`config.mk`:
```
export PLATFORM = sky130hd
export DESIGN_NAME = z80Decoder
export DESIGN_NICKNAME = d
export VERILOG_FILES = /design/src/design/z80DecodePkg.sv /design/src/design/opBusIf.sv /design/src/design/controlSequencer.sv /design/src/design/microOpQueue.sv /design/src/design/opcodeClassifier.sv /design/src/design/z80Decoder.sv
export SDC_FILE = /design/constraint.sdc
export NUM_CORES = 1
export LEC_CHECK = 0
export BUFFER_PORTS_ARGS = -buffer_cell sky130_fd_sc_hd__buf_2
export CORE_MARGIN = 2
export CORE_UTILIZATION = 55
export CTS_CLUSTER_DIAMETER = 40
export DETAILED_ROUTE_END_ITERATION = 10
export GPL_ROUTABILITY_DRIVEN = 0
export PLACE_DENSITY = 0.74
export SLEW_MARGIN = 20
export SYNTH_ARGS = -nofsm -noshare
export SYNTH_HDL_FRONTEND = slang
export SYNTH_SLANG_ARGS = --single-unit
```
`constraint.sdc`:
```
create_clock -name clk -period 3.6 [get_ports clk]
set_input_delay 1.08 -clock clk [delete_from_list [all_inputs] [get_ports clk]]
set_output_delay 1.08 -clock clk [all_outputs]
set_load 0.02 [all_outputs]
```
`src/design/z80DecodePkg.sv`:
```
// Z80 decoder types shared by the classifier, the micro-op queue and the sequencer
`default_nettype none

package z80DecodePkg;

    localparam int byteWidth = 8;             // One opcode byte

    // ##############################
    // Operand and ALU fields
    // ##############################

    // Bits 2..0 or 5..3 of a group 01/10 opcode
    typedef enum logic [2:0] {
        regB,
        regC,
        regD,
        regE,
        regH,
        regL,
        memHl,                                // (HL) memory operand
        regA
    } regCodeT;

    // Bits 5..3 of a group 10 opcode
    typedef enum logic [2:0] {
        aluAdd,
        aluAdc,
        aluSub,
        aluSbc,
        aluAnd,
        aluXor,
        aluOr,
        aluCp                                 // Compare, result discarded
    } aluOpT;

    // ##############################
    // Micro-operation
    // ##############################

    typedef enum logic [1:0] {
        kindMove,
        kindAlu,
        kindHalt
    } opKindT;

    typedef struct packed {
        opKindT  kind;
        regCodeT src;
        regCodeT dst;                         // Accumulator for ALU ops
        aluOpT   alu;
    } microOpT;

endpackage

`default_nettype wire

```
`src/design/opBusIf.sv`:
```
// Wishbone classic link that moves micro-operations between decoder blocks
`default_nettype none

interface opBusIf;

    import z80DecodePkg::*;

    logic    cyc;
    logic    stb;
    logic    we;
    logic    ack;
    microOpT writeOp;                         // Master to slave when we is high
    microOpT readOp;                          // Slave to master in the ack cycle

    modport master (
        output cyc, stb, we, writeOp,
        input  ack, readOp
    );

    modport slave (
        input  cyc, stb, we, writeOp,
        output ack, readOp
    );

endinterface

`default_nettype wire

```
`src/design/controlSequencer.sv`:
```
// Control sequencer that fetches micro-operations and issues one control step per cycle
`default_nettype none

module controlSequencer (
    input  logic                  clk,
    input  logic                  reset,
    opBusIf.master                popBus,
    output logic                  stepValid,
    output logic                  regRead,
    output logic                  memRead,
    output logic                  regWrite,
    output logic                  memWrite,
    output logic                  aluExec,
    output logic                  accWrite,
    output logic                  halted,
    output z80DecodePkg::regCodeT readSel,
    output z80DecodePkg::regCodeT writeSel,
    output z80DecodePkg::aluOpT   aluOp
);

    import z80DecodePkg::*;

    typedef enum logic [1:0] {fetch, readStep, finalStep, stopped} seqStateT;

    seqStateT state;
    microOpT  curOp;
    logic     popCyc;

    assign popBus.cyc     = popCyc;
    assign popBus.stb     = popCyc;
    assign popBus.we      = 1'b0;
    assign popBus.writeOp = '0;               // Read-only master

    // ##############################
    // Fetch and step FSM
    // ##############################

    always_ff @(posedge clk) begin
        if (reset) begin
            state  <= fetch;
            popCyc <= 1'b0;
        end else begin
            case (state)
                fetch: begin
                    if (popBus.ack) begin
                        popCyc <= 1'b0;
                        // HALT has no read step
                        state  <= (popBus.readOp.kind == kindHalt) ? finalStep : readStep;
                    end else begin
                        popCyc <= 1'b1;
                    end
                end
                readStep: state <= finalStep;
                finalStep: begin
                    if (curOp.kind == kindHalt) begin
                        state <= stopped;
                    end else begin
                        state  <= fetch;
                        popCyc <= 1'b1;
                    end
                end
                stopped: state <= stopped;    // Left only through reset
                default: state <= fetch;
            endcase
        end
    end

    always_ff @(posedge clk) begin
        if (state == fetch && popBus.ack) begin
            curOp <= popBus.readOp;
        end
    end

    // ##############################
    // Step outputs
    // ##############################

    always_comb begin
        stepValid = 1'b0;
        regRead   = 1'b0;
        memRead   = 1'b0;
        regWrite  = 1'b0;
        memWrite  = 1'b0;
        aluExec   = 1'b0;
        accWrite  = 1'b0;
        halted    = (state == stopped);
        readSel   = regB;
        writeSel  = regB;
        aluOp     = aluAdd;
        case (state)
            readStep: begin
                stepValid = 1'b1;
                readSel   = curOp.src;
                if (curOp.src == memHl) begin
                    memRead = 1'b1;
                end else begin
                    regRead = 1'b1;
                end
            end
            finalStep: begin
                stepValid = 1'b1;
                case (curOp.kind)
                    kindMove: begin
                        writeSel = curOp.dst;
                        if (curOp.dst == memHl) begin
                            memWrite = 1'b1;
                        end else begin
                            regWrite = 1'b1;
                        end
                    end
                    kindAlu: begin
                        aluExec  = 1'b1;
                        aluOp    = curOp.alu;
                        accWrite = (curOp.alu != aluCp);  // CP only sets flags
                    end
                    default: halted = 1'b1;
                endcase
            end
            default: ;
        endcase
    end

endmodule

`default_nettype wire

```
`src/design/microOpQueue.sv`:
```
// Micro-operation FIFO with a Wishbone slave port on each side
`default_nettype none

module microOpQueue #(
    parameter int queueDepth = 4
) (
    input  logic  clk,
    input  logic  reset,
    opBusIf.slave pushBus,
    opBusIf.slave popBus
);

    import z80DecodePkg::*;

    localparam int ptrWidth   = $clog2(queueDepth);
    localparam int countWidth = $clog2(queueDepth + 1);

    microOpT               entries [queueDepth];
    microOpT               headOp;
    logic [ptrWidth-1:0]   wrPtr;
    logic [ptrWidth-1:0]   rdPtr;
    logic [countWidth-1:0] count;
    logic                  full;
    logic                  empty;
    logic                  doPush;
    logic                  doPop;
    logic                  pushAck;
    logic                  popAck;

    assign full  = (count == countWidth'(queueDepth));
    assign empty = (count == '0);

    // ##############################
    // Handshake
    // ##############################

    // Ack of the previous cycle blocks a repeat of the same transfer
    assign doPush = pushBus.cyc && pushBus.stb && pushBus.we && !pushAck && !full;
    assign doPop  = popBus.cyc && popBus.stb && !popBus.we && !popAck && !empty;

    assign pushBus.ack    = pushAck;
    assign pushBus.readOp = '0;               // Write-only port
    assign popBus.ack     = popAck;
    assign popBus.readOp  = headOp;

    always_ff @(posedge clk) begin
        if (reset) begin
            wrPtr   <= '0;
            rdPtr   <= '0;
            count   <= '0;
            pushAck <= 1'b0;
            popAck  <= 1'b0;
        end else begin
            pushAck <= doPush;
            popAck  <= doPop;
            if (doPush) begin
                wrPtr <= wrPtr + 1'b1;        // Wraps, depth is a power of two
            end
            if (doPop) begin
                rdPtr <= rdPtr + 1'b1;
            end
            case ({doPush, doPop})
                2'b10:   count <= count + 1'b1;
                2'b01:   count <= count - 1'b1;
                default: count <= count;
            endcase
        end
    end

    // ##############################
    // Storage
    // ##############################

    always_ff @(posedge clk) begin
        if (doPush) begin
            entries[wrPtr] <= pushBus.writeOp;
        end
        if (doPop) begin
            headOp <= entries[rdPtr];         // Presented in the ack cycle
        end
    end

endmodule

`default_nettype wire

```
`src/design/opcodeClassifier.sv`:
```
// Opcode classifier that turns Z80 first bytes into micro-operations for the queue
`default_nettype none

module opcodeClassifier (
    input  logic                                clk,
    input  logic                                reset,
    input  logic                                cyc,
    input  logic                                stb,
    input  logic                                we,
    input  logic [z80DecodePkg::byteWidth-1:0]  opcode,
    output logic                                ack,
    opBusIf.master                              pushBus
);

    import z80DecodePkg::*;

    localparam logic [byteWidth-1:0] haltOpcode = 8'h76;

    typedef enum logic {idle, pushing} pushStateT;

    pushStateT state;
    microOpT   decodedOp;
    microOpT   heldOp;
    logic      request;
    logic      keep;

    assign request = cyc && stb && !ack;      // No second accept while acking

    // ##############################
    // Byte classification
    // ##############################

    always_comb begin
        decodedOp.kind = kindMove;
        decodedOp.src  = regCodeT'(opcode[2:0]);
        decodedOp.dst  = regCodeT'(opcode[5:3]);
        decodedOp.alu  = aluOpT'(opcode[5:3]);  // Don't care for moves
        keep           = 1'b0;
        if (we) begin
            if (opcode == haltOpcode) begin
                decodedOp.kind = kindHalt;
                keep           = 1'b1;
            end else if (opcode[7:6] == 2'b01) begin
                keep = 1'b1;
            end else if (opcode[7:6] == 2'b10) begin
                decodedOp.kind = kindAlu;
                decodedOp.dst  = regA;
                keep           = 1'b1;
            end
        end
    end

    // ##############################
    // Push sequencing
    // ##############################

    always_ff @(posedge clk) begin
        if (reset) begin
            state <= idle;
            ack   <= 1'b0;
        end else begin
            ack <= 1'b0;
            case (state)
                idle: begin
                    if (request) begin
                        if (keep) begin
                            state <= pushing;
                        end else begin
                            ack <= 1'b1;    // Groups 00 and 11 are dropped here
                        end
                    end
                end
                pushing: begin
                    if (pushBus.ack) begin
                        state <= idle;
                        ack   <= 1'b1;
                    end
                end
                default: state <= idle;
            endcase
        end
    end

    always_ff @(posedge clk) begin
        if (state == idle && request && keep) begin
            heldOp <= decodedOp;
        end
    end

    assign pushBus.cyc     = (state == pushing);
    assign pushBus.stb     = (state == pushing);
    assign pushBus.we      = 1'b1;
    assign pushBus.writeOp = heldOp;

endmodule

`default_nettype wire

```
`src/design/z80Decoder.sv`:
```
// Z80 opcode decoder top with a Wishbone classic slave input and control step outputs
`default_nettype none

module z80Decoder #(
    parameter int queueDepth = 4
) (
    input  logic                                clk,
    input  logic                                reset,
    input  logic                                cyc,
    input  logic                                stb,
    input  logic                                we,
    input  logic [z80DecodePkg::byteWidth-1:0]  opcode,
    output logic                                ack,
    output logic                                stepValid,
    output logic                                regRead,
    output logic                                memRead,
    output logic                                regWrite,
    output logic                                memWrite,
    output logic                                aluExec,
    output logic                                accWrite,
    output logic                                halted,
    output z80DecodePkg::regCodeT               readSel,
    output z80DecodePkg::regCodeT               writeSel,
    output z80DecodePkg::aluOpT                 aluOp
);

    opBusIf pushBus ();                       // Classifier to queue
    opBusIf popBus ();                        // Queue to sequencer

    opcodeClassifier i_opcodeClassifier (
        .clk     (clk),
        .reset   (reset),
        .cyc     (cyc),
        .stb     (stb),
        .we      (we),
        .opcode  (opcode),
        .ack     (ack),
        .pushBus (pushBus)
    );

    microOpQueue #(
        .queueDepth (queueDepth)
    ) i_microOpQueue (
        .clk     (clk),
        .reset   (reset),
        .pushBus (pushBus),
        .popBus  (popBus)
    );

    controlSequencer i_controlSequencer (
        .clk       (clk),
        .reset     (reset),
        .popBus    (popBus),
        .stepValid (stepValid),
        .regRead   (regRead),
        .memRead   (memRead),
        .regWrite  (regWrite),
        .memWrite  (memWrite),
        .aluExec   (aluExec),
        .accWrite  (accWrite),
        .halted    (halted),
        .readSel   (readSel),
        .writeSel  (writeSel),
        .aluOp     (aluOp)
    );

endmodule

`default_nettype wire

```
==> impl_metrics.env <==
export IMPL_yosysUniqueCellTypes=38
export IMPL_drive_above_1_share_pct=24.7
export IMPL_use_met3_pct=3.64
export IMPL_dr_first_iter_drc_count=75
export IMPL_place_hpwl_mm=3.53
export IMPL_synth_cell_area_um2=3590
export IMPL_status="finished, final reports clean"
export IMPL_ant_nets=0
export IMPL_vias_per_cell=5.25
export IMPL_arrival_ns=1.77
export IMPL_grt_pass1_wl_mm=8.36
export IMPL_die_area_um2=7190
export IMPL_cts_buffers=9
export IMPL_postCtsSetupRepairBufs=0
export IMPL_synth_ff_latch_count=91
export IMPL_slew_headroom_pct=45.1
export IMPL_start_kind="flop"
export IMPL_worst_pin_slew_ns=0.823
export IMPL_clock_latency_ns=0.36
export IMPL_grt_ovfl_total=0
export IMPL_peakVddDrop_uv=432
export IMPL_final_min_clock_period_ns=2.85
export IMPL_ioPinCount=31
export IMPL_core_um2=6350
export IMPL_grt_start_max_net_pins=18
export IMPL_fin_nets=275
export IMPL_ctsHoldBuffers=0
export IMPL_cp_required_ns=2.52
export IMPL_vias=1742
export IMPL_yosys_warnings=0
export IMPL_hold_path_class="flop to flop"
export IMPL_cts_clk_slew_worst_paths_ns=0.09
export IMPL_fmax_mhz=351
export IMPL_synthCells=213
export IMPL_wl_mm=5.08
export IMPL_leakagePower_nw=1.40
export IMPL_cp_common_cell="inv_1"
export IMPL_slowest_stage="dfxtp_1"
export IMPL_tns_ns=0
export IMPL_die_h_um=84.8
export IMPL_hold_viol_final=0
export IMPL_htreeDepth=3
export IMPL_syn_nets=238
export IMPL_antenna_diode_count=0
export IMPL_cts_root_buf="clkbuf_8"
export IMPL_cpPeakStageDelay_ns=0.35
export IMPL_fin_skew_ns=0.0110
export IMPL_port_buffers=30
export IMPL_cts_tree="yes"
export IMPL_die_w_um=84.8
export IMPL_drv_cap=0
export IMPL_antenna_found_initial=0
export IMPL_row_count=29
export IMPL_grtUsageMet2_pct=25.7
export IMPL_syn_to_final_growth_pct=11.2
export IMPL_cp_cell_sequence="inv_1 > ha_1 > inv_1 > nor3_1 > and2_1 > buf_2"
export IMPL_critPathKind="flop to primary output"
export IMPL_layout_cells_non_filler=332
export IMPL_worstPathMaxFanout=5
export IMPL_grt_busiest_layer="met2"
export IMPL_avgSynthCellArea_um2=16.9
export IMPL_grt_pass1_vias=1698
export IMPL_grt_usage_pct=15.8
export IMPL_final_common_cell="edfxtp_1"
export IMPL_first_pass_iters=4
export IMPL_dpl_cell_count=316
export IMPL_period_share_pct=79.0
export IMPL_wire_per_inst_um=15.3
export IMPL_layout_common_cells="edfxtp_1, buf_2, inv_1"
export IMPL_cts_resized=0
export IMPL_nFillCells=460
export IMPL_ys_seq_area_share_pct=72.2
export IMPL_drc=0
export IMPL_crit_family="simple AND/OR/NAND/NOR gates"
export IMPL_end_kind="primary output"
export IMPL_cts_max_path_buffers=2
export IMPL_setup_viol=0
export IMPL_grt_setup_unrepaired="false"
export IMPL_power_density_nw_per_um2=536
export IMPL_cts_num_sinks=91
export IMPL_start_util_pct=56.6
export IMPL_slew_viol_final=0
export IMPL_path_buf_inv=3
export IMPL_use_met1_pct=19.5
[layout make-up]
type	count	area [um^2]	area share [%]
Inverter	18	67.6	1.69
Multi-Input combinational cell	99	902	22.6
Tap cell	77	96.3	2.41
Timing Repair Buffer	31	158	3.95
Clock buffer	9	124	3.10
Sequential cell	91	2590	64.9
Clock inverter	7	52.6	1.32
[sequential cells by signal (all words and copies together), names as in the netlist]
register,count
i_controlSequencer.curOp,11
i_controlSequencer.popBus.cyc,1
i_opcodeClassifier.ack,1
i_microOpQueue.count,3
i_microOpQueue.popBus.ack,1
i_opcodeClassifier.pushBus.cyc,1
i_microOpQueue.wrPtr,2
i_opcodeClassifier.pushBus.writeOp,11
i_microOpQueue.rdPtr,2
i_controlSequencer.state,2
i_microOpQueue.popBus.readOp,11
i_microOpQueue.entries,44
i_microOpQueue.pushBus.ack,1
[final timing paths]
path | from | to | slack, ns | depth (start not counted)
worst max-delay path | i_controlSequencer.state[0]$_SDFFE_PP0P_ | regWrite | 0.75 | 6
worst min-delay path | i_microOpQueue.popBus.readOp[0]$_DFFE_PP_ | i_controlSequencer.curOp[0]$_DFFE_PP_ | 0.42 | 0
worst max register to register | i_microOpQueue.count[2]$_SDFFE_PP0P_ | i_microOpQueue.count[2]$_SDFFE_PP0P_ | 1.30 | 8
worst min register to register | i_microOpQueue.popBus.readOp[0]$_DFFE_PP_ | i_controlSequencer.curOp[0]$_DFFE_PP_ | 0.42 | 0
[power by group]
part / internal, W / switching, W / total [W]
clock network: 0.000254 / 0.000360 / 0.000614
registers: 0.00118 / 0.0000361 / 0.00122
logic: 0.000124 / 0.000182 / 0.000306
total: 0.00156 / 0.000578 / 0.00214
[logic make-up (layout without fill, tap and decap cells)]
kind of cell / Yosys count / count (layout) / share of synthesized area (%)
DFF: 91 / 91 / 72.2
adders and majority gates: 12 / 12 / 4.39
buffers and inverters: 23 / 65 / 2.68
xor gates and xnor gates: 2 / 2 / 0.488
and+or+nand+nor: 54 / 54 / 8.96
AOI/OAI and AO/OA: 17 / 17 / 3.48
muxes: 14 / 14 / 7.80
[metal layers]
metal	wire, um	up-vias
li1	-	870
met1	2230	820
met2	2530	41
met3	205	11
met4	121	0
met5	0	-
[worst reg2reg max path, stage by stage (launching register included)]
cell and delay [ns]:
dfxtp_1 0.43, nor3_2 0.11, nor3_1 0.33, ha_1 0.25, inv_1 0.06, fa_1 0.37, xor2_1 0.16, or3_2 0.40
a21oi_1 0.14
[through the flow]
stage          util [%]  instance area, um^2  power, W  worst slack (ns)  hold slack [ns]
6_report           62.9                 3990   0.00214             0.755            0.424
5_1_grt            62.9                 3990   0.00224             0.536            0.427
4_1_cts            62.9                 3990   0.00215             0.740            0.425
3_5_place_dp       60.1                 3820   0.00155             0.971            0.405
3_3_place_gp       60.1                 3820   0.00154              1.02            0.401
2_1_floorplan         -                 3590   0.00147             0.707            0.400
[synth_stat cells]
master	count	area share, %
ha_1	11	3.8
a31oi_1	3	0.52
and3b_1	1	0.24
o22ai_1	1	0.17
mux4_2	11	6.9
o41a_1	1	0.31
clkbuf_1	2	0.21
or3_2	1	0.21
mux2i_1	1	0.28
a211oi_1	1	0.21
fa_1	1	0.56
and3_1	1	0.17
nor3_1	2	0.28
nand2b_1	9	1.6
a21oi_1	5	0.70
dfxtp_1	14	7.8
nand4_1	1	0.17
a311oi_1	1	0.24
or4_1	1	0.21
nor2b_1	2	0.35
xor2_1	2	0.49
nor4_1	3	0.52
and2_1	14	2.4
o21ai_0	2	0.28
buf_6	1	0.31
or3_1	1	0.17
nand2_1	4	0.42
edfxtp_1	77	64
nor3_2	1	0.28
nand3b_1	4	0.84
a221oi_1	1	0.24
buf_2	2	0.28
mux2_2	2	0.63
a31oi_4	1	0.59
nor2_1	8	0.84
inv_1	18	1.9
or3b_2	1	0.24
o31ai_1	1	0.21
No activity file was read; power rests on OpenSTA's default activity.
